### src/logic/pw_conv_pkg.sv
package pw_conv_pkg;

	////////////////////////////////////////////////////////////
	// Data widths
	////////////////////////////////////////////////////////////

	// Input activation width
	localparam int PIXEL_W = 16;
	// Weight width
	localparam int WEIGHT_W = 16;
	// Full product of one pixel and one weight
	localparam int PROD_W = PIXEL_W + WEIGHT_W;
	// Accumulator width, room for 256 full scale products
	localparam int ACC_W = 40;

	////////////////////////////////////////////////////////////
	// Word types
	////////////////////////////////////////////////////////////

	typedef logic signed [PIXEL_W-1:0] pixel_t;
	typedef logic signed [WEIGHT_W-1:0] weight_t;
	typedef logic signed [PROD_W-1:0] prod_t;
	typedef logic signed [ACC_W-1:0] acc_t;

	// Op broadcast to every lane, one per accepted pixel word
	typedef struct packed {
		// Cycle carries a channel product
		logic valid;
		// Restart the sum
		logic first;
		// Close the sum and latch the result
		logic last;
		// Pixel word aligned with the buffer outputs
		pixel_t pixel;
	} mac_op_t;

	// Controller states
	typedef enum logic {
		// Accepting weights
		ST_LOAD,
		// Accepting pixels
		ST_COMPUTE
	} ctrl_state_t;

endpackage

### src/logic/pw_mac_lane.sv
module pw_mac_lane (
	input  logic                 clk,
	input  logic                 reset,
	input  pw_conv_pkg::mac_op_t mac_op,
	input  pw_conv_pkg::weight_t weight,
	output pw_conv_pkg::acc_t    result
);

	import pw_conv_pkg::*;

	// Pixel pulled out of the op as a signed word
	pixel_t pixel;

	// Channel product
	prod_t prod;

	// Sum start value and updated sum
	acc_t sum_base;
	acc_t sum_next;

	// Running sum
	acc_t acc;

	assign pixel = mac_op.pixel;

	////////////////////////////////////////////////////////////
	// Multiply and add
	////////////////////////////////////////////////////////////

	// Signed 16x16 product in full width
	assign prod = pixel * weight;

	// First channel drops the old sum
	assign sum_base = mac_op.first ? '0 : acc;

	// Sign extended product into the accumulator
	assign sum_next = sum_base + acc_t'(prod);

	////////////////////////////////////////////////////////////
	// Accumulator and result
	////////////////////////////////////////////////////////////

	always_ff @(posedge clk) begin
		if (reset) begin
			acc    <= '0;
			result <= '0;
		end else if (mac_op.valid) begin
			acc <= sum_next;
			// Last channel closes the pixel
			if (mac_op.last) begin
				result <= sum_next;
			end
		end
	end

	// Result holds until the next last

endmodule

### config.mk
export PLATFORM = sky130hd
export DESIGN_NAME = pw_mac_lane
export DESIGN_NICKNAME = d
export VERILOG_FILES = /design/src/logic/pw_conv_pkg.sv /design/src/logic/pw_mac_lane.sv
export SDC_FILE = /design/constraint.sdc
export NUM_CORES = 1
export LEC_CHECK = 0
export ABC_AREA = 1
export BUFFER_PORTS_ARGS = -buffer_cell sky130_fd_sc_hd__buf_4
export CORE_MARGIN = 1
export CORE_UTILIZATION = 49
export CTS_CLUSTER_DIAMETER = 40
export DETAILED_ROUTE_END_ITERATION = 8
export HOLD_SLACK_MARGIN = 0.12
export PLACE_DENSITY = 0.71
export SETUP_SLACK_MARGIN = 0.4
export SLEW_MARGIN = 40
export SYNTH_ARGS = -nofsm -noshare
export SYNTH_HDL_FRONTEND = slang
export SYNTH_SLANG_ARGS = --single-unit
### constraint.sdc
create_clock -name clk -period 17.9 [get_ports clk]
set_input_delay 0 -clock clk [delete_from_list [all_inputs] [get_ports clk]]
set_output_delay 0 -clock clk [all_outputs]
set_load 0.02 [all_outputs]
# Word level (Yosys, flattened, before mapping)
# Index checks and enable logic that the tools add are counted.
[totals] memories=0 input_bits=37 mem_bits_rw=0 elab_cells=6 mem_bits_ro=0 out_inout_bits=40 latch_bits=0 ff_bits=80
[op_classes] multipliers=1 n_shift=0 div=0 reduce_logical=1 mux=1 n_addsub=1 n_lt_le_gt_ge=0 bitwise=0 n_eq_ne=0
[op_table] op="$add A40 B32 Y40" count=1
[op_table] op="$mux W40" count=1
[op_table] op="$mul A16 B16 Y32" count=1
[op_table] op="$reduce_and A2 Y1" count=1

# Longest topological paths before layout
[depth] word_depth=2 mapped_depth=29 mapped_depth_nobuf=27

# Worst setup path after synthesis
# No wires, ideal clock.
[synth_path] kind="input to register" startpoint="input mac_op[15] in the netlist's numbering" endpoint="register result[39]" required_time_ns=17.781 setup_time_ns=0.119 path_stages=26 n_path_buf=2 arrival_time_ns=5.635 setup_slack_ns=12.145 cell_sequence="buf_2 clkbuf_1 nand2_1 inv_1 fa_1 inv_1 fa_1 inv_1 fa_1 inv_1 fa_1 inv_1 fa_1 inv_1 fa_1 inv_1 ha_1 nand2_1 nor3_1 nand3_1 nor2_1 nand3_1 nand3_1 nand2_1 nand2_1 a21oi_1"
[synth_via] elab_chain_cells=2
[synth_rtl] item="from (decl)" line="pw_mac_lane.sv:4" text="input pw_conv_pkg::mac_op_t mac_op,"
[synth_rtl] item="$mul A16 B16 Y32" line="pw_mac_lane.sv:31" text="assign prod = pixel * weight;"
[synth_rtl] item="$add A40 B32 Y40" line="pw_mac_lane.sv:37" text="assign sum_next = sum_base + acc_t'(prod);"
[synth_rtl] item="to (signal assigned)" line="pw_mac_lane.sv:51" text="result <= sum_next;"
[synth_rtl] item="to (decl)" line="pw_mac_lane.sv:6" text="output pw_conv_pkg::acc_t result"
# No other way between the ends.
# A chain may end at the register's enable or synchronous reset.

# Final worst setup path
# Same ends and word-level chain as after synthesis.

==> impl_results.md <==
- First-pass GRT wire length: 72,800 um
- Final setup vio count: 0
- CP dominant cell by count: inv_1
- Final hold slack: 0.277 ns
- CP max-delay cell: fa_1
- Asr flop ratio synth: 0
- Max_cap viols: 0
- Initial antenna violation count: 0
- Final worst setup slack: 11.87 ns
- CTS tree: built
- CTS resizes: 0
- Crit Path Category: in2reg
- Wire per inst: 15.4 um
- Worst setup EP type: register
- Mapped Area: 16,800 um^2
- RSZ-0062 raised after global routing: false
- Proportion of layout cells with a drive suffix above 1: 0.0502
- FMAX: around 170 MHz
- Arrival time worst endpoint: 6.26 ns
- Detailed placer's ending HPWL: roughly 37,000 um
- Syn_area_per_cell: 7.30 um^2
- DRC: 0
- Tmin final: 6.03 ns
- Drt pass-1 iters: 5
- Num rows: 67
- Storage cell area: approximately 1600 um^2
- Later-pin clock latency in the skew report: 0.36 ns
- Slew margin rel.: 0.515
- Post-Place Setup Slack: 11.49 ns
- Clock Tree Buf Depth: 2
- Critical path's top delay family: adder cells
- Number of I/O pins: slightly below 80
- TritonCTS Buffers: 9
- YS warnings: 0
- GPL Wtd Cong: around 0.95
- Ant diodes: 0
- Register bit count reported by yosys: 80
- Slew Limit Fails: 0
- Status: finished, final reports clean
- WL final: between 40,000 and 50,000 um
- Register area share after synthesis: 0.0952
- Dominant synthesized flop cell: dfxtp_1
- Final cell count without fillers: 2,759
- Post-synth EDFFs: 0
- Startpoint Class: primary input
- Die Ht: 187 um
- # fillers: 3,318
- Clk root buf: clkbuf_16
- Area of the multi-input gates: around 12,000 um^2
- Hold Path Class: in2reg
- Horiz. Die Dim: between 150 and 200 um
- CTS H-tree depth: 3
- DRT iter0 DRCs: 819
- PortBufs: 76
- Cts-stage hold buffer count: 1
- CP max FO: 17
- Number of global-route vias before repair: roughly 14k
- CP peak stage delay: 0.75 ns
- Synth Instances: 2,304
- Vias/cell: 4.90
- Vias: 13.5k
- CP required: 18.13 ns
- CP bufs+invs: 8
- Setup TNS: 0 ns
- Area Growth Syn to Fin: 6.66%
- Die area: 35,100 um^2
- Tot GR Track Use: 0.260
- CORE AREA: 33,600 um^2
- Clock Skew: 0.00874 ns
- Post-CTS setup buffer count: 0
- Placed cells: 2,742
- Clock sinks: 80
- Initial Util: 0.500
- Reg clk slew, reported paths: roughly 0.070 ns
- Remaining antenna violation count after routing: 0
- Largest net degree at the start of global routing: 65
- NumNets Final: 2,788
- Post-route clock period utilization: 0.337
- GR Overflow Total: 0
- Slew @ Worst Pin: 0.727 ns
- Hold Fails Final Rpt: 0
- Distinct cell type count after synthesis: 30
- Mapped Nets: approximately 2.8k
[area by class of cell]
cell class,instances,share of cell area
clock buffer,9,0.0126
clock inverter,7,0.00432
inverter,708,0.148
multi-input combinational,1427,0.681
sequential,80,0.0893
tap,448,0.0312
timing repair buffer,80,0.0336
[routing by layer]
layer  track usage  wire length, um
met4        0.0583              657
met2         0.431            20000
met5             0                0
met1         0.367            19600
met3        0.0289             2260
[cell usage after synthesis, drive strengths merged (6+ instances only)]
cell    count  area share
buf        13      0.0036
nor3        8      0.0030
o21bai      6      0.0027
fa        330        0.39
xor2       11      0.0057
o21ai      41       0.012
ha        115       0.086
nand4       9      0.0033
nor2      194       0.044
nand2     534        0.12
a21oi      65       0.020
dfxtp      80       0.095
clkbuf     76       0.017
inv       708        0.16
nand3      98       0.030
[through the flow]
stage               instance area [um^2]   util
floorplan                          16800      -
global placement                   17600  0.524
detailed placement                 17600  0.524
CTS                                17900  0.534
global route                       17900  0.534
finish                             17900  0.534
[worst min-delay path, stage by stage]
cell     delay, ns
buf_4         0.31
nor2_1        0.16
o21ai_0       0.07
inv_1         0.05
[final timing paths]
| check | slack (ns) | endpoint | cells past startpoint | from |
|---|---|---|---|---|
| worst max-delay path | 11.87 | result[39] | 25 | mac_op[15] |
| worst min register to register | 0.46 | acc[3] | 2 | acc[3] |
| worst min-delay path | 0.28 | result[15] | 4 | reset |
| worst max register to register | 12.87 | result[28] | 22 | acc[15] |
[logic make-up after synthesis]
kind of cell,count (synthesis),synth area share
and+or+nand+nor,849,0.203
buffers and inverters,797,0.179
xor gates and xnor gates,15,0.00781
DFF,80,0.0952
adders and majority gates,445,0.478
AOI/OAI and AO/OA,118,0.0371
[flip-flops by register name, summed over array words and instances, names as in the netlist]
name / cells
acc: 40
result: 40
[layout by cell type (no fill, tap or decap), types with 2 or more instances in the layout]
| master | n |
|---|---|
| o211ai_1 | 4 |
| o21ai_1 | 2 |
| fa_1 | 330 |
| inv_6 | 2 |
| xnor2_1 | 4 |
| nand3_2 | 3 |
| nor3_2 | 2 |
| nand4_1 | 9 |
| o21bai_1 | 6 |
| nor2_2 | 3 |
| or2_2 | 2 |
| nand3_1 | 95 |
| dfxtp_1 | 80 |
| a21o_1 | 2 |
| o21ai_0 | 39 |
| inv_2 | 4 |
| clkbuf_16 | 9 |
| nor3_1 | 6 |
| nand2_2 | 5 |
| inv_1 | 703 |
| nand2_1 | 529 |
| clkinv_2 | 2 |
| xor2_1 | 11 |
| nand3b_1 | 2 |
| a21oi_1 | 64 |
| or2_1 | 2 |
| buf_4 | 79 |
| ha_1 | 115 |
| nor2_1 | 190 |
Power is not shown: default switching activity piles up to over one toggle a cycle in this logic, so the estimate is an artifact.
