$ cat src/logic/pw_conv_pkg.sv
package pw_conv_pkg;

	////////////////////////////////////////////////////////////
	// Data widths
	////////////////////////////////////////////////////////////

	// Input activation width
	localparam int PIXEL_W = 16;
	// Weight width
	localparam int WEIGHT_W = 16;
	// Full product of one pixel and one weight
	localparam int PROD_W = PIXEL_W + WEIGHT_W;
	// Accumulator width, room for 256 full scale products
	localparam int ACC_W = 40;

	////////////////////////////////////////////////////////////
	// Word types
	////////////////////////////////////////////////////////////

	typedef logic signed [PIXEL_W-1:0] pixel_t;
	typedef logic signed [WEIGHT_W-1:0] weight_t;
	typedef logic signed [PROD_W-1:0] prod_t;
	typedef logic signed [ACC_W-1:0] acc_t;

	// Op broadcast to every lane, one per accepted pixel word
	typedef struct packed {
		// Cycle carries a channel product
		logic valid;
		// Restart the sum
		logic first;
		// Close the sum and latch the result
		logic last;
		// Pixel word aligned with the buffer outputs
		pixel_t pixel;
	} mac_op_t;

	// Controller states
	typedef enum logic {
		// Accepting weights
		ST_LOAD,
		// Accepting pixels
		ST_COMPUTE
	} ctrl_state_t;

endpackage

$ cat src/logic/conv_1x1_weight_buffer.sv
module conv_1x1_weight_buffer #(
	parameter int CHANNELS = 8
) (
	input  logic                clk,
	input  logic                reset,
	input  logic                valid_in,
	input  pw_conv_pkg::weight_t in,
	input  logic                load_weights,
	output pw_conv_pkg::weight_t out_buffer_weight
);

	import pw_conv_pkg::*;

	// Input register stage
	weight_t in_reg;
	logic    in_reg_valid;

	// Read happened last cycle, word at the output goes back in
	logic recirc;

	////////////////////////////////////////////////////////////
	// Input register
	////////////////////////////////////////////////////////////

	always_ff @(posedge clk) begin
		if (reset) begin
			recirc       <= 1'b0;
			in_reg_valid <= 1'b0;
		end else begin
			recirc       <= load_weights;
			// Either a fresh weight or a recirculated one
			in_reg_valid <= valid_in || recirc;
		end
	end

	// Recirculation mux
	// Load and compute never overlap so the two sources never collide
	always_ff @(posedge clk) begin
		if (recirc) begin
			in_reg <= out_buffer_weight;
		end else if (valid_in) begin
			in_reg <= in;
		end
	end

	////////////////////////////////////////////////////////////
	// Weight FIFO
	////////////////////////////////////////////////////////////

	// Holds a ring of CHANNELS weights in channel order
	// Read word is back at the tail two edges after it leaves
	sync_fifo #(
		.WIDTH(WEIGHT_W),
		.DEPTH(CHANNELS)
	) u_fifo (
		.clk  (clk),
		.reset(reset),
		.wr_en(in_reg_valid),
		.din  (in_reg),
		.rd_en(load_weights),
		.dout (out_buffer_weight)
	);

endmodule

$ cat src/logic/sync_fifo.sv
module sync_fifo #(
	parameter int WIDTH = 16,
	parameter int DEPTH = 8
) (
	input  logic             clk,
	input  logic             reset,
	input  logic             wr_en,
	input  logic [WIDTH-1:0] din,
	input  logic             rd_en,
	output logic [WIDTH-1:0] dout
);

	// Pointer and occupancy widths
	localparam int AW = (DEPTH > 1) ? $clog2(DEPTH) : 1;
	localparam int CW = $clog2(DEPTH + 1);

	// Storage
	logic [WIDTH-1:0] mem [DEPTH];

	// Pointers and occupancy
	logic [AW-1:0] wr_ptr;
	logic [AW-1:0] rd_ptr;
	logic [CW-1:0] count;

	// Status, only seen by bound checks
	logic full;
	logic empty;

	// Qualified strobes
	logic wr_ok;
	logic rd_ok;

	// Wrap at DEPTH-1 so any depth works
	function automatic logic [AW-1:0] next_ptr(input logic [AW-1:0] ptr);
		return (ptr == AW'(DEPTH - 1)) ? '0 : ptr + 1'b1;
	endfunction

	assign full  = (count == CW'(DEPTH));
	assign empty = (count == '0);

	// Overflow and underflow are dropped
	assign wr_ok = wr_en && !full;
	assign rd_ok = rd_en && !empty;

	////////////////////////////////////////////////////////////
	// Pointers and count
	////////////////////////////////////////////////////////////

	always_ff @(posedge clk) begin
		if (reset) begin
			wr_ptr <= '0;
			rd_ptr <= '0;
			count  <= '0;
		end else begin
			if (wr_ok) begin
				wr_ptr <= next_ptr(wr_ptr);
			end
			if (rd_ok) begin
				rd_ptr <= next_ptr(rd_ptr);
			end
			// Simultaneous read and write leaves count alone
			case ({wr_ok, rd_ok})
				2'b10:   count <= count + 1'b1;
				2'b01:   count <= count - 1'b1;
				default: count <= count;
			endcase
		end
	end

	////////////////////////////////////////////////////////////
	// Memory and output word
	////////////////////////////////////////////////////////////

	always_ff @(posedge clk) begin
		if (wr_ok) begin
			mem[wr_ptr] <= din;
		end
		// Output word updates only on a read
		if (rd_ok) begin
			dout <= mem[rd_ptr];
		end
	end

endmodule

$ cat config.mk
export PLATFORM = sky130hd
export DESIGN_NAME = conv_1x1_weight_buffer
export DESIGN_NICKNAME = d
export VERILOG_FILES = /design/src/logic/pw_conv_pkg.sv /design/src/logic/conv_1x1_weight_buffer.sv /design/src/logic/sync_fifo.sv
export SDC_FILE = /design/constraint.sdc
export NUM_CORES = 1
export LEC_CHECK = 0
export BUFFER_PORTS_ARGS = -buffer_cell sky130_fd_sc_hd__buf_2
export CELL_PAD_IN_SITES_DETAIL_PLACEMENT = 1
export CELL_PAD_IN_SITES_GLOBAL_PLACEMENT = 2
export CORE_ASPECT_RATIO = 1.25
export CORE_MARGIN = 1
export CORE_UTILIZATION = 30
export DETAILED_ROUTE_END_ITERATION = 10
export PLACE_DENSITY = 0.62
export REMOVE_ABC_BUFFERS = 1
export SYNTH_ARGS = -nofsm -noshare
export SYNTH_HDL_FRONTEND = slang
export SYNTH_HIERARCHICAL = 1
export SYNTH_SLANG_ARGS = --single-unit
$ cat constraint.sdc
create_clock -name clk -period 3.3 [get_ports clk]
set_clock_uncertainty 0.15 [all_clocks]
set_input_delay 0.33 -clock clk [delete_from_list [all_inputs] [get_ports clk]]
set_output_delay 0.33 -clock clk [all_outputs]
set_load 0.02 [all_outputs]
# Word-level counts from Yosys, hierarchy flattened
# Memory sizes are Yosys's and may differ from the RTL's. A register that Yosys moved wholly into a read port is not among the register bits.
# Index checks and enable logic that the tools add are counted.
[word_totals]
elab_cells = 31
register_bits = 28
out_inout_bits = 16
mem_count = 1
ramBits = 128
in_bits = 20
[mem_list]
columns = ["name", "words", "word_bits", "read_ports", "rd_ports_with_merged_regs", "wr", "line_no", "rtl"]
rows = [
  ["u_fifo.mem", 8, 16, 1, 1, 1, "sync_fifo.sv:18", "logic [WIDTH-1:0] mem [DEPTH];"],
]
[classes]
mux = 7
reduce_logical = 8
n_addsub = 4
eq_ne = 5
[op_table]
columns = ["op", "n"]
rows = [
  ["two-way mux 16 bit", 2],
  ["case mux 4 bit (2 select lines)", 1],
  ["adder 3 x 1 -> 3 bit (second input constant)", 2],
  ["equality test 3 bit (second input constant)", 2],
  ["two-way mux 3 bit", 2],
  ["adder 4 x 1 -> 4 bit (second input constant)", 1],
  ["equality test 4 bit (second input constant)", 1],
  ["zero test 4 bit", 1],
  ["nonzero test 2 bit", 2],
  ["subtractor 4 x 1 -> 4 bit (second input constant)", 1],
  ["equality test 2 x 1 -> 1 bit (second input constant)", 1],
  ["equality test 2 bit (second input constant)", 1],
  ["logical AND 1 bit", 2],
  ["zero test 1 bit", 2],
  ["two-way mux 1 bit", 2],
  ["logical OR 1 bit", 1],
]

# Longest topological paths before layout
[depth]
depth_word = 5
depth_mapped = 10
depth_no_buf = 10

# Cells and area by module
# Netlist, hierarchy kept.
[modules_own_cells]
columns = ["module", "n_inst", "area_each_um2", "seq_area_each_um2", "cells_each"]
rows = [
  ["sync_fifo", 1, 5993.2, 4524.3, 274],
  ["conv_1x1_weight_buffer", 1, 784.5, 520.5, 39],
]

# Worst setup path after synthesis
# OpenSTA, ideal clock, no wires.
[synth_path]
path_kind = "flip-flop to flip-flop"
start = "register u_fifo.count[0]"
end = "register u_fifo.count[3]"
arrival_time_ps = 2738
path_stages_with_launch = 10
setup_time_ps = 71
required_time_ps = 3079
synth_period_minus_slack_ps = 2959
setup_slack_ps = 341
n_path_buf = 0
path_cell_list = "dfxtp_1 -> or3_4 -> o21ai_1 -> inv_1 -> ha_1 -> ha_1 -> a21oi_1 -> a21oi_1 -> or4_1 -> a21oi_1"
[synth_between]
elab_chain_len = 5
elab_cells_between_ends = 12
classes_between = "add/sub: 2; eq/ne: 3; mux: 1; reduce/logical: 6"
[synth_lines]
columns = ["element", "line_no", "rtl"]
rows = [
  ["start, declared", "sync_fifo.sv:23", "logic [CW-1:0] count;"],
  ["start signal, assigned", "sync_fifo.sv:63", "2'b10: count <= count + 1'b1;"],
  ["start signal, assigned", "sync_fifo.sv:64", "2'b01: count <= count - 1'b1;"],
  ["start signal, assigned", "sync_fifo.sv:65", "default: count <= count;"],
  ["zero test 4 bit *", "sync_fifo.sv:39", "assign empty = (count == '0);"],
  ["zero test 1 bit *", "sync_fifo.sv:43", "assign rd_ok = rd_en && !empty;"],
  ["logical AND 1 bit *", "sync_fifo.sv:43", ""],
  ["named net u_fifo.rd_ok", "sync_fifo.sv:31", "logic rd_ok;"],
  ["equality test 2 x 1 -> 1 bit or equality test 2 bit (tied branches)", "sync_fifo.sv:62", "case ({wr_ok, rd_ok})"],
  ["case mux 4 bit (2 select lines) or nonzero test 2 bit (tied branches)", "n/a", ""],
]
# The timed path passes the listed nets; every way through them passes the cells marked *.
# A chain may end at the register's enable or synchronous reset.

# Worst setup path after layout
[layout_path]
start = "register u_fifo.count[0]"
end = "register u_fifo.count[3]"
[layout_between]
elab_chain_len = 5
elab_cells_between_ends = 12
classes_between = "add/sub: 2; eq/ne: 3; mux: 1; reduce/logical: 6"
[layout_lines]
columns = ["element", "line_no"]
rows = [
  ["equality test 4 bit or zero test 4 bit (tied branches)", "sync_fifo.sv:38, sync_fifo.sv:39"],
  ["zero test 1 bit (on tied branches)", "sync_fifo.sv:42, sync_fifo.sv:43"],
  ["logical AND 1 bit (on tied branches)", "sync_fifo.sv:42, sync_fifo.sv:43"],
  ["equality test 2 x 1 -> 1 bit or equality test 2 bit (tied branches)", "sync_fifo.sv:62"],
  ["case mux 4 bit (2 select lines) or nonzero test 2 bit (tied branches)", "n/a"],
]
# Parallel ways exist; a longest one is shown, timed or not.

==> impl_metrics.json <==
{
  "outcome": "finished, final reports clean",
  "period_share_pct": 89.8,
  "cts_tree": "built",
  "grt_pass1_wl_mm": 21.3,
  "ant_nets": 0,
  "wl_met1_mm": 6.06,
  "std_cell_rows": 61,
  "hold_depth": 2,
  "cp-start-kind": "flip-flop",
  "avgSynthCellArea_sq_um": 21.7,
  "wl_met3_um": 374,
  "path_max_fanout": 10,
  "io_buffers": 35,
  "topRoutingLayerUsed": "met4",
  "report.final.slew_viol_count": 0,
  "clk-insertion-delay-late_ps": 420,
  "p_leak_nw": 2.67,
  "timing.rr.start": "u_fifo/count[0]",
  "power_density_nw_per_um2": 753,
  "setup_tns_ps": 0,
  "regToRegSetupSlack_ps": 340,
  "end_kind": "flip-flop",
  "htreeDepth": 4,
  "multiInputGateArea_sq_um": 1640,
  "peakVddDrop_uv": 368,
  "num-fill-cells": 2161,
  "place_hpwl_mm": 8.45,
  "overflow": 0,
  "synth_seq_area_share_pct": 74.4,
  "largest_register_ffs": 128,
  "stdcell_area_sq_um": 7990,
  "async_reset_ff_share_pct": 0,
  "cts_buffers": 17,
  "io_pins": 36,
  "synthDistinctLibCells": 36,
  "fin_util_pct": 36.0,
  "synth_edf_count": 160,
  "period_needed_ps": 2960,
  "die_y_um": 170,
  "max_freq_mhz": 338,
  "post_cts_resized": 0,
  "arrival_ps": 3170,
  "hold_viol": 0,
  "grtUsageTotal_pct": 13.2,
  "routed-wl-met2_mm": 7.55,
  "cts_sinks": 172,
  "drt_wl_total_mm": 14.2,
  "ys.flop_type": "edfxtp_1",
  "grt_max_degree": 19,
  "power_mw": 6.01,
  "slew_headroom_pct": 23.1,
  "worstHoldEndpoint": "recirc",
  "drc_errors": 0,
  "layout-drive-gt1-share_pct": 33.9,
  "hp-start": "load_weights",
  "grt_pass1_vias": 3545,
  "required_ps": 3510,
  "antenna_found_initial": 0,
  "netlist_area_sq_um": 6780,
  "yosys_warnings": 6,
  "worstMarginPinSlew_ps": 1150,
  "rsz0062_at_grt": "false",
  "cts-root-buf": "clkbuf_16",
  "clk_pin_slew_ps": 60,
  "hold_buffers": 1,
  "first_pass_iters": 4,
  "first_iter_violations": 249,
  "synth_seq_cells": 172,
  "cts_max_path_buffers": 2,
  "r2r-end": "u_fifo/count[3]",
  "hp-class": "in2reg",
  "start_util_pct": 30.5,
  "synthCells": 313,
  "die_area_sq_um": 23200,
  "area_growth_pct": 17.9,
  "dpl-instance-area_sq_um": 7350,
  "drv_cap": 0,
  "gp_congestion": 0.623,
  "diodes": 0,
  "worst_r2r_path_depth": 8,
  "critPathLaunch": "u_fifo/count[0]",
  "avgRoutedWirePerCell_um": 21.3,
  "core_region_area_sq_um": 22200,
  "die_x_um": 136,
  "finalSetupViolCount": 0,
  "final-seq-area_sq_um": 5050,
  "via_count": 3153,
  "vias_per_cell": 4.75,
  "nets": 396,
  "post_cts_buffers": 0,
  "critPathKind": "reg2reg"
}
[layer usage]
metal	track usage (%)	vias to the layer above
li1	-	1402
met1	15.6	1689
met2	23.0	47
met3	3.01	15
met4	4.83	0
met5	0	-
[cell usage in the layout, fill, tap and decap left out, types with 2 or more instances in the layout]
cell	n
edfxtp_1	160
buf_2	35
mux4_1	26
mux2_2	24
clkbuf_16	17
buf_4	13
dfxtp_1	11
nor2_1	10
a21oi_1	9
mux2_4	8
ha_1	7
mux4_2	6
inv_1	5
nand2_1	5
bufinv_16	4
clkinv_2	3
clkinvlp_4	3
nor3_2	3
clkbuf_8	2
clkbuf_1	2
nand2b_1	2
xor2_1	2
or3b_2	2
mux2i_1	2
[through the flow]
| stage | hold WS [ps] | worst slack [ps] | cells |
|---|---|---|---|
| finish | 17.5 | 337 | 664 |
| global route | 20.5 | 167 | 664 |
| global placement | 336 | 493 | 631 |
| detailed placement | 347 | 340 | 631 |
| CTS | 4.42 | 331 | 664 |
| floorplan | 249 | 342 | 299 |
[area by class of cell]
type	count	share of cell area [%]
sequential	172	63.2
multi-input combinational	122	20.5
clock buffer	21	5.76
tap	283	4.43
timing repair buffer	50	3.79
clock inverter	11	2.08
inverter	5	0.235
[critical path, cell delays in order (launching register included)]
cell and delay, ps:
dfxtp_1 350, or3_4 420, o21ai_2 450, ha_1 310
ha_1 290, a21oi_1 190, a21oi_1 110, or4_1 480
a21oi_1 150
[Yosys cell counts, drive strengths merged (3+ instances only)]
cell type / n / area share, %
buf: 9 / 1.3
nor3: 4 / 0.30
clkbuf: 5 / 0.28
mux4: 32 / 12
dfxtp: 12 / 3.5
edfxtp: 160 / 71
ha: 7 / 1.3
or3: 3 / 0.37
nor2: 10 / 0.55
inv: 5 / 0.28
a21oi: 9 / 0.66
mux2: 32 / 5.8
nand2: 5 / 0.28
[cells by family after synthesis]
family / Yosys count / share of synthesized area (%)
fa+ha+maj: 8 / 1.59
compound gates: 14 / 1.24
simple gates: 32 / 2.49
xor+xnor: 2 / 0.258
buf+inv: 19 / 1.86
flops: 172 / 74.4
mux: 66 / 18.1
[worst max-delay path by stage]
stage	endpoint
global placement	u_fifo/count[3]
finish	u_fifo/count[3]
floorplan	u_fifo/count[3]
detailed placement	u_fifo/count[3]
CTS	u_fifo/count[3]
global route	u_fifo/count[3]
[where the power goes]
group	internal, mW	switching [mW]	total (mW)
clock	1.30	0.805	2.11
sequential	2.66	0.183	2.85
combinational	0.523	0.533	1.06
Note: power is estimated with default switching activity, not from simulation.
