### config.mk
export PLATFORM = sky130hd
export DESIGN_NAME = pw_conv_ctrl
export DESIGN_NICKNAME = d
export VERILOG_FILES = /design/src/logic/pw_conv_pkg.sv /design/src/logic/pw_conv_ctrl.sv
export SDC_FILE = /design/constraint.sdc
export NUM_CORES = 1
export LEC_CHECK = 0
export BUFFER_PORTS_ARGS = -buffer_cell sky130_fd_sc_hd__buf_4
export CORE_MARGIN = 8
export CORE_UTILIZATION = 46
export CTS_BUF_LIST = sky130_fd_sc_hd__clkbuf_2
export DETAILED_ROUTE_END_ITERATION = 12
export PLACE_DENSITY = 0.95
export SYNTH_ARGS = -nofsm -noshare
export SYNTH_HDL_FRONTEND = slang
export SYNTH_SLANG_ARGS = --single-unit
### constraint.sdc
create_clock -name clk -period 4.1 [get_ports clk]
set_input_delay 0.82 -clock clk [delete_from_list [all_inputs] [get_ports clk]]
set_output_delay 0.82 -clock clk [all_outputs]
set_load 0.1 [all_outputs]
### src/logic/pw_conv_pkg.sv
package pw_conv_pkg;

	////////////////////////////////////////////////////////////
	// Data widths
	////////////////////////////////////////////////////////////

	// Input activation width
	localparam int PIXEL_W = 16;
	// Weight width
	localparam int WEIGHT_W = 16;
	// Full product of one pixel and one weight
	localparam int PROD_W = PIXEL_W + WEIGHT_W;
	// Accumulator width, room for 256 full scale products
	localparam int ACC_W = 40;

	////////////////////////////////////////////////////////////
	// Word types
	////////////////////////////////////////////////////////////

	typedef logic signed [PIXEL_W-1:0] pixel_t;
	typedef logic signed [WEIGHT_W-1:0] weight_t;
	typedef logic signed [PROD_W-1:0] prod_t;
	typedef logic signed [ACC_W-1:0] acc_t;

	// Op broadcast to every lane, one per accepted pixel word
	typedef struct packed {
		// Cycle carries a channel product
		logic valid;
		// Restart the sum
		logic first;
		// Close the sum and latch the result
		logic last;
		// Pixel word aligned with the buffer outputs
		pixel_t pixel;
	} mac_op_t;

	// Controller states
	typedef enum logic {
		// Accepting weights
		ST_LOAD,
		// Accepting pixels
		ST_COMPUTE
	} ctrl_state_t;

endpackage

### src/logic/pw_conv_ctrl.sv
module pw_conv_ctrl #(
	parameter int NUM_LANES = 4,
	parameter int CHANNELS  = 8
) (
	input  logic                 clk,
	input  logic                 reset,
	input  logic                 weight_valid,
	input  pw_conv_pkg::weight_t weight_data,
	input  logic                 pixel_valid,
	input  pw_conv_pkg::pixel_t  pixel_data,
	output logic [NUM_LANES-1:0] wr_en,
	output pw_conv_pkg::weight_t wr_data,
	output logic                 load_weights,
	output pw_conv_pkg::mac_op_t mac_op,
	output logic                 weights_ready,
	output logic                 result_valid
);

	import pw_conv_pkg::*;

	// Counter widths
	localparam int LANE_W = (NUM_LANES > 1) ? $clog2(NUM_LANES) : 1;
	localparam int CH_W   = $clog2(CHANNELS);

	ctrl_state_t state;

	// Load side counters
	logic [LANE_W-1:0] load_lane;
	logic [CH_W-1:0]   load_ch;

	// Pixel side channel counter
	logic [CH_W-1:0] pix_ch;

	// One-hot lane select
	logic [NUM_LANES-1:0] lane_sel;

	// Accepted strobes
	logic weight_acc;
	logic pixel_acc;

	// Counter end flags
	logic load_ch_last;
	logic load_lane_last;
	logic pix_first;
	logic pix_last;

	////////////////////////////////////////////////////////////
	// Strobe gating and steering
	////////////////////////////////////////////////////////////

	// Strobes in the wrong state are dropped
	assign weight_acc = weight_valid && (state == ST_LOAD);
	assign pixel_acc  = pixel_valid && (state == ST_COMPUTE);

	// Weight goes to the lane being filled
	assign lane_sel = NUM_LANES'(1) << load_lane;
	assign wr_en    = weight_acc ? lane_sel : '0;
	assign wr_data  = weight_data;

	// Every buffer pops together with the pixel word
	assign load_weights = pixel_acc;

	assign weights_ready = (state == ST_COMPUTE);

	assign load_ch_last   = (load_ch == CH_W'(CHANNELS - 1));
	assign load_lane_last = (load_lane == LANE_W'(NUM_LANES - 1));
	assign pix_first      = (pix_ch == '0);
	assign pix_last       = (pix_ch == CH_W'(CHANNELS - 1));

	////////////////////////////////////////////////////////////
	// FSM and load counters
	////////////////////////////////////////////////////////////

	// Lane-major fill, channel counter runs fastest
	always_ff @(posedge clk) begin
		if (reset) begin
			state     <= ST_LOAD;
			load_lane <= '0;
			load_ch   <= '0;
		end else if (weight_acc) begin
			load_ch <= load_ch_last ? '0 : load_ch + 1'b1;
			if (load_ch_last) begin
				load_lane <= load_lane_last ? '0 : load_lane + 1'b1;
				// Last weight of last lane, stay in compute until reset
				if (load_lane_last) begin
					state <= ST_COMPUTE;
				end
			end
		end
	end

	////////////////////////////////////////////////////////////
	// Pixel channel count and op register
	////////////////////////////////////////////////////////////

	always_ff @(posedge clk) begin
		if (reset) begin
			pix_ch <= '0;
		end else if (pixel_acc) begin
			pix_ch <= pix_last ? '0 : pix_ch + 1'b1;
		end
	end

	// Op lines up with the buffer outputs one cycle after the pop
	always_ff @(posedge clk) begin
		if (reset) begin
			mac_op.valid <= 1'b0;
			mac_op.first <= 1'b0;
			mac_op.last  <= 1'b0;
			result_valid <= 1'b0;
		end else begin
			mac_op.valid <= pixel_acc;
			mac_op.first <= pixel_acc && pix_first;
			mac_op.last  <= pixel_acc && pix_last;
			// Lanes latch their sums on the same edge
			result_valid <= mac_op.valid && mac_op.last;
			if (pixel_acc) begin
				mac_op.pixel <= pixel_data;
			end
		end
	end

endmodule

# Word level (Yosys, flattened, before mapping)
# Cells that the tools add are included.
[totals]
reg_bits = 29
in_bits = 36
out_inout_bits = 42
wordCells = 31
[classes]
n_addsub = 3
eq_ne = 3
n_shift = 1
muxes = 4
n_bitwise = 2
n_reduce_logical = 9
[ops]
columns = ["cell", "n"]
rows = [
  ["$add A3 B1 Y3 const B", 2],
  ["$eq A3 B3 Y1 const B", 2],
  ["$mux W3", 2],
  ["$logic_and A1 B1 Y1", 5],
  ["$mux W4", 1],
  ["$reduce_and A2 Y1", 2],
  ["$shl A1 B2 Y4 const A", 1],
  ["$logic_not A3 Y1", 1],
  ["$reduce_and A3 Y1", 1],
  ["$add A2 B1 Y2 const B", 1],
  ["$eq A2 B2 Y1 const B", 1],
  ["$mux W2", 1],
  ["$not A1 Y1", 2],
]

# Logic depth before layout (Yosys ltp)
# Gate-level depths: netlist of the first run.
[logic_depth]
depth_word = 3
depth_mapped = 5
depth_no_buf = 5

# Least setup slack after synthesis of the first run
# OpenSTA, ideal clock, no wires.
[synth_timing]
kind = "flip-flop to output port"
start = "reg state, in the netlist weights_ready"
end = "out load_weights"
t_arrival_ns = 2.032
required_time_ns = 3.280
slack_ns = 1.248
stages_incl_launch_ff = 3
path_buffers = 0
cell_sequence = "dfxtp_1 -> nand2_1 -> inv_1"
[synth_via]
elab_chain_cells = 1
[synth_lines]
columns = ["item", "line", "rtl"]
rows = [
  ["start: declaration", "pw_conv_ctrl.sv:25", "ctrl_state_t state;"],
  ["start signal: assignment", "pw_conv_ctrl.sv:77", "state <= ST_LOAD;"],
  ["start signal: assignment", "pw_conv_ctrl.sv:86", "state <= ST_COMPUTE;"],
  ["$logic_and A1 B1 Y1", "pw_conv_ctrl.sv:53", "assign pixel_acc = pixel_valid && (state == ST_COMPUTE);"],
  ["end: declaration", "pw_conv_ctrl.sv:13", "output logic load_weights,"],
]
# No other way between the ends.

# Worst setup path in the final report of the first run
[layout_timing]
start = "in weight_valid"
end = "out wr_en[2]"
[layout_via]
elab_chain_cells = 2
[layout_lines]
columns = ["item", "line", "rtl"]
rows = [
  ["start: declaration", "pw_conv_ctrl.sv:7", "input logic weight_valid,"],
  ["$logic_and A1 B1 Y1", "pw_conv_ctrl.sv:52", "assign weight_acc = weight_valid && (state == ST_LOAD);"],
  ["$mux W4", "pw_conv_ctrl.sv:57", "assign wr_en = weight_acc ? lane_sel : '0;"],
  ["end: declaration", "pw_conv_ctrl.sv:11", "output logic [NUM_LANES-1:0] wr_en,"],
]
# No other way between the ends.

==> results of run 1 <==
-- layout by cell type (no fill, tap or decap), drive strengths merged, types with 2 or more instances in the layout --
cell type / Yosys / routed
a21oi: 4 / 4
and2: 5 / 5
buf: 17 / 45
bufinv: 0 / 2
clkbuf: 1 / 5
dfxtp: 13 / 13
edfxtp: 16 / 16
ha: 9 / 9
inv: 5 / 5
mux2i: 4 / 4
nand2: 6 / 6
nand3: 3 / 3
nor2: 10 / 10
-- flip-flops by register name, indices dropped and copies added (netlist names) --
signal and flops:
mac_op 19, result_valid 1, pix_ch 3, load_ch 3
load_lane 2, weights_ready 1
-- routing by layer --
metal  part of all wire (%)  track usage (%)  vias to the layer above
met5                      0                0                        -
met4                    2.0             4.70                        0
met3                     20             8.11                       11
met2                     45             20.5                       55
met1                     33             10.9                      356
li1                       -                -                      379
-- power by group --
part           switching (uW)  internal, uW
Clock                    95.7           164
Combinational            12.9          15.2
Sequential               1.17           308
-- worst paths after layout --
kind         cells past startpoint  slack, ps     startpoint            to
max                              4       1340   weight_valid      wr_en[2]
min                              2        470     mac_op[16]  result_valid
max reg2reg                      2       2400  weights_ready     mac_op[0]
min reg2reg                      2        470     mac_op[16]  result_valid
-- critical path: cells and delay by family --
family | cells | cell delay [ps]
simple gates | 2 | 730
buf+inv | 2 | 390
-- cell type report --
type / instances / area (sq um) / share of cell area [%]
clock buffers: 5 / 25.0 / 1.61
clock inverters: 3 / 65.1 / 4.19
inverters: 5 / 18.8 / 1.21
multi-input cells: 46 / 329 / 21.2
flip-flops and latches: 29 / 741 / 47.7
well taps: 30 / 37.5 / 2.42
repair buffers: 45 / 338 / 21.7
-- stage by stage --
stage / cell area, sq um / hold slack, ps / utilization (%) / std cells
detailed placement: 1460 / 470 / 58.5 / 155
global placement: 1460 / 424 / 58.5 / 155
global route: 1550 / 498 / 62.2 / 163
CTS: 1550 / 482 / 62.1 / 163
finish: 1550 / 472 / 62.2 / 163
floorplan: 1220 / 427 / - / 98
-- cell families (layout without fill, tap and decap cells) --
| kind of cell | count (synthesis) | count (layout) | share of synthesized area (%) |
|---|---|---|---|
| adders and majority gates | 9 | 9 | 9.25 |
| muxes | 4 | 4 | 3.29 |
| AOI/OAI and AO/OA | 5 | 5 | 2.16 |
| DFF | 29 | 29 | 60.8 |
| buffers and inverters | 23 | 58 | 12.3 |
| and+or+nand+nor | 28 | 28 | 12.1 |
==> results.md, run 1 <==
* Max cap viols at 0
* CTS tree: done
* CP Max Fanout at 8
* Most frequent cell on the critical path: buf_4
* Rel. slew slack at 46.9%
* Register area share after synthesis at 60.8%
* Transition time of the tightest slew-check pin at 796 ps
* Chip width at 67.4 um
* Hold buffer count at CTS at 0
* EDFF count, synth at 16
* Pin count of the biggest net entering global routing at 18
* Min Tclk post-route at 2760 ps
* Crit path DAT at 1940 ps
* Drt via density at 4.91
* GRT overflow at 0
* Top cells by area, synth: edfxtp_1, dfxtp_1, buf_4
* Final Setup Violations at 0
* Fin crit share at 67.3%
* Leading area contributor after synthesis: edfxtp_1
* Worst setup EP type: primary output
* Die area at 4550 sq um
* Crit path cell chain: buf_4 > nor2b_1 > and2_1 > buf_4
* WL final at 2690 um
* Share of layout cells above drive strength 1 at 41.4%
* Fin worst setup slack at 1340 ps
* Core Region at 2500 sq um
* Die Span Y at 67.4 um
* DRC Markers at 0
* Net count after synthesis at 143
* Worst skew pair latency at 340 ps
* Most common cell in the netlist: buf_4
* Power density over cell area at 384 nW/um^2
* Slew Limit Fails at 0
* Rows at 18
* Tightest Hold Check Type: flop to flop
* Fillers at 175
* Peak VDD IR at 237 uV
* Final nets at 177
* Total GRT Usage at 11.9%
* Routed vias at 801
* GP Congestion at 0.752
* Post-route ant nets at 0
* RSZ-0062 raised after global routing: no
* Global-route wire length before repair at 3990 um
* Cells after synthesis at 98
* Commonest cells post-synth: buf_4, edfxtp_1, dfxtp_1
* Synthesis-to-layout area growth at 27.6%
* Root Driver: clkbuf_2
* Run status: finished, final reports clean
* Cell variety after synth at 17
* Setup TNS at 0 ps
* Avg Inst Size Synth at 12.4 sq um
* Pwr Total at 597 uW
* Clock sinks at 29
* Leak at 0.000710 uW
* Post-synth ARST share at 0%
* Post-Synthesis Cell Area at 1220 sq um
* H-tree depth at 2
* Fmax at 0.362 GHz
* Initial drt markers at 14
* DRT Pass-1 Iters at 4
* Vias in the first global route at 801
* Post-CTS Setup Inserts at 0
* Synth Warn # at 0
* CTS clk-pin slew, worst paths at 160 ps
* Synth top area share at 39.5%
* Main synth FF type: edfxtp_1
* IO Port Bufs at 45
* Startpoint Class: input pin
* Critical path type: input pin to primary output
* Mean routed wirelength per cell at 16.5 um
* Boundary Pins at 78
* CP max stage delay at 510 ps
* Initial antenna violation count at 0
* Flop and latch count out of synthesis at 29
* Hpwl dp at 2180 um
* Crit path max-delay cell type: nor2b_1
* Pre-CTS setup slack at 1330 ps
* Hold Fails Final Rpt at 0
* CTS Buffer Depth at 2
* Total CTS buffers at 5
* Critical path data required time at 3280 ps
* CTS resizes at 0
* Initial core utilization at 48.7%
* Worst Skew at 15.0 ps
* # diodes at 0
Note: power is estimated with default switching activity, not from simulation.
==> inputs of run 2 (changes only) <==
Settings changed: CORE_UTILIZATION 46 to 39, PLACE_DENSITY 0.95 to 0.89.
Clock period 4.1 ns to 2.3 ns, I/O delays scaled along.
==> results.md, run 2 (synthesis results as in run 1) <==
* Run status: finished, final reports clean (unchanged)
* Crit path max-delay cell type: dfxtp_2 (was nor2b_1)
* Routed vias at 799 (was 801)
* Post-CTS Setup Inserts at 0 (unchanged)
* Setup TNS at 0 ps (unchanged)
* WP depth at 3 (was 4)
* Worst Path Buf+Inv at 1 (was 2)
* Hold Fails Final Rpt at 0 (unchanged)
* Global-route wire length before repair at 4260 um (was 3990 um)
* Root Driver: clkbuf_2 (unchanged)
* CTS resizes at 0 (unchanged)
* Max cap viols at 0 (unchanged)
* Final Setup Violations at 0 (unchanged)
* Cell count of the worst hold path at 1 (was 2)
* Initial antenna violation count at 0 (unchanged)
* Hpwl dp at 2150 um (was 2180 um)
* Vias in the first global route at 852 (was 801)
* Worst setup EP type: primary output (unchanged)
* Leak at 0.000696 uW (was 0.000710 uW)
* CTS tree: done (unchanged)
* RSZ-0062 raised after global routing: no (unchanged)
* CTS Buffer Depth at 2 (unchanged)
* # diodes at 0 (unchanged)
* Worst Skew at 8.42 ps (was 15.0 ps)
* Initial core utilization at 40.5% (was 48.7%)
* Transition time of the tightest slew-check pin at 274 ps (was 796 ps)
* Worst skew pair latency at 350 ps (was 340 ps)
* Drt via density at 4.76 (was 4.91)
* Peak VDD IR at 164 uV (was 237 uV)
* IO Port Bufs at 45 (unchanged)
* Top reg by flops: mac_op (unchanged)
* Final nets at 179 (was 177)
* Max reg flops at 19 (unchanged)
* Fillers at 271 (was 175)
* CP Max Fanout at 7 (was 8)
* Share of layout cells above drive strength 1 at 41.5% (was 41.4%)
* Startpoint Class: flop (was input pin)
* Most common cell after layout, fill and taps aside: buf_4 (unchanged)
* WL final at 2650 um (was 2690 um)
* Largest regs: mac_op: 19 flops, load_ch: 3 flops, pix_ch: 3 flops (unchanged)
* Core Region at 3000 sq um (was 2500 sq um)
* Slew Limit Fails at 0 (unchanged)
* Min Tclk post-route at 1910 ps
* Post-route ant nets at 0 (unchanged)
* Rel. slew slack at 81.7% (was 46.9%)
* Initial drt markers at 63 (was 14)
* Power density over cell area at 550 nW/um^2 (was 384 nW/um^2)
* Die area at 5170 sq um (was 4550 sq um)
* Tightest Hold Check Type: input pin to flop (was flop to flop)
* CP max stage delay at 380 ps (was 510 ps)
* Crit path cell chain: nor2b_1 > and2_1 > buf_4 (was buf_4 > nor2b_1 > and2_1 > buf_4)
* Die Span Y at 71.9 um (was 67.4 um)
* Hold buffer count at CTS at 0 (unchanged)
* Critical path data required time at 1840 ps (was 3280 ps)
* Post-Layout Cell Count at 168 (was 163)
* Fmax at 0.523 GHz
* H-tree depth at 2 (unchanged)
* CTS clk-pin slew, worst paths at 150 ps (was 160 ps)
* Boundary Pins at 78 (unchanged)
* Crit path DAT at 1450 ps (was 1940 ps)
* DRT Pass-1 Iters at 4 (unchanged)
* GRT overflow at 0 (unchanged)
* Delay-heaviest family, CP: simple AND/OR/NAND/NOR gates (unchanged)
* DRC Markers at 0 (unchanged)
* Chip width at 71.9 um (was 67.4 um)
* GP Congestion at 0.713 (was 0.752)
* Clock sinks at 29 (unchanged)
* Mean routed wirelength per cell at 15.8 um (was 16.5 um)
* Most frequent cells in the layout: buf_4, edfxtp_1, dfxtp_1 (unchanged)
* Pin count of the biggest net entering global routing at 18 (unchanged)
* Rows at 20 (was 18)
* Inst Count DP at 160 (was 155)
* Total CTS buffers at 5 (unchanged)
* Synthesis-to-layout area growth at 25.0% (was 27.6%)
* Total GRT Usage at 10.8% (was 11.9%)
* Critical path type: flop to primary output (was input pin to primary output)
* Fin crit share at 83.1%
* Reg2Reg Depth at 5 (was 2)
[run 2: cell count changes in the layout (fill, tap and decap cells not counted)]
cell and delta:
dfxtp_1 -1, bufinv_16 -2, clkinv_1 +2, buf_4 +2, dfxtp_2 +1
[run 2: report_power, final]
part           total [uW]  switching, uW  internal [uW]
Sequential            551           1.95            549
Combinational        51.1           22.9           28.2
Clock                 235            169           66.4
[run 2: metal layers]
metal,GRT usage [%],part of all wire (%),vias up
li1,-,-,382
met1,9.94,35,353
met2,16.4,43,55
met3,9.90,20,9
met4,4.08,1.4,0
met5,0,0,-
[run 2: worst paths after layout]
path | start | endpoint | slack, ps
worst max-delay path | weights_ready | wr_en[0] | 390
worst min-delay path | pixel_data[6] | mac_op[6] | 270
worst max register to register | load_ch[0] | load_lane[0] | 930
worst min register to register | mac_op[16] | result_valid | 450
[run 2: final cells by class]
class                           instances  area [sq um]  share of cell area, %
Timing Repair Buffer                   47           353                   23.2
Clock buffer                            5          25.0                   1.64
Clock inverter                          3          12.5                  0.822
Tap cell                               33          41.3                   2.71
Inverter                                5          18.8                   1.23
Sequential cell                        29           742                   48.8
Multi-Input combinational cell         46           329                   21.6
[run 2: stage by stage]
stage | instance area, sq um | hold WS [ps] | util (%) | setup WS (ps) | power [uW]
after detailed placement | 1480 | 435 | 49.4 | 545 | 614
final | 1520 | 274 | 50.7 | 388 | 837
after global routing | 1520 | 250 | 50.7 | 279 | 869
after CTS | 1520 | 250 | 50.7 | 360 | 849
after global placement | 1480 | 427 | 49.4 | 575 | 611
after floorplan | 1220 | 427 | - | 211 | 713
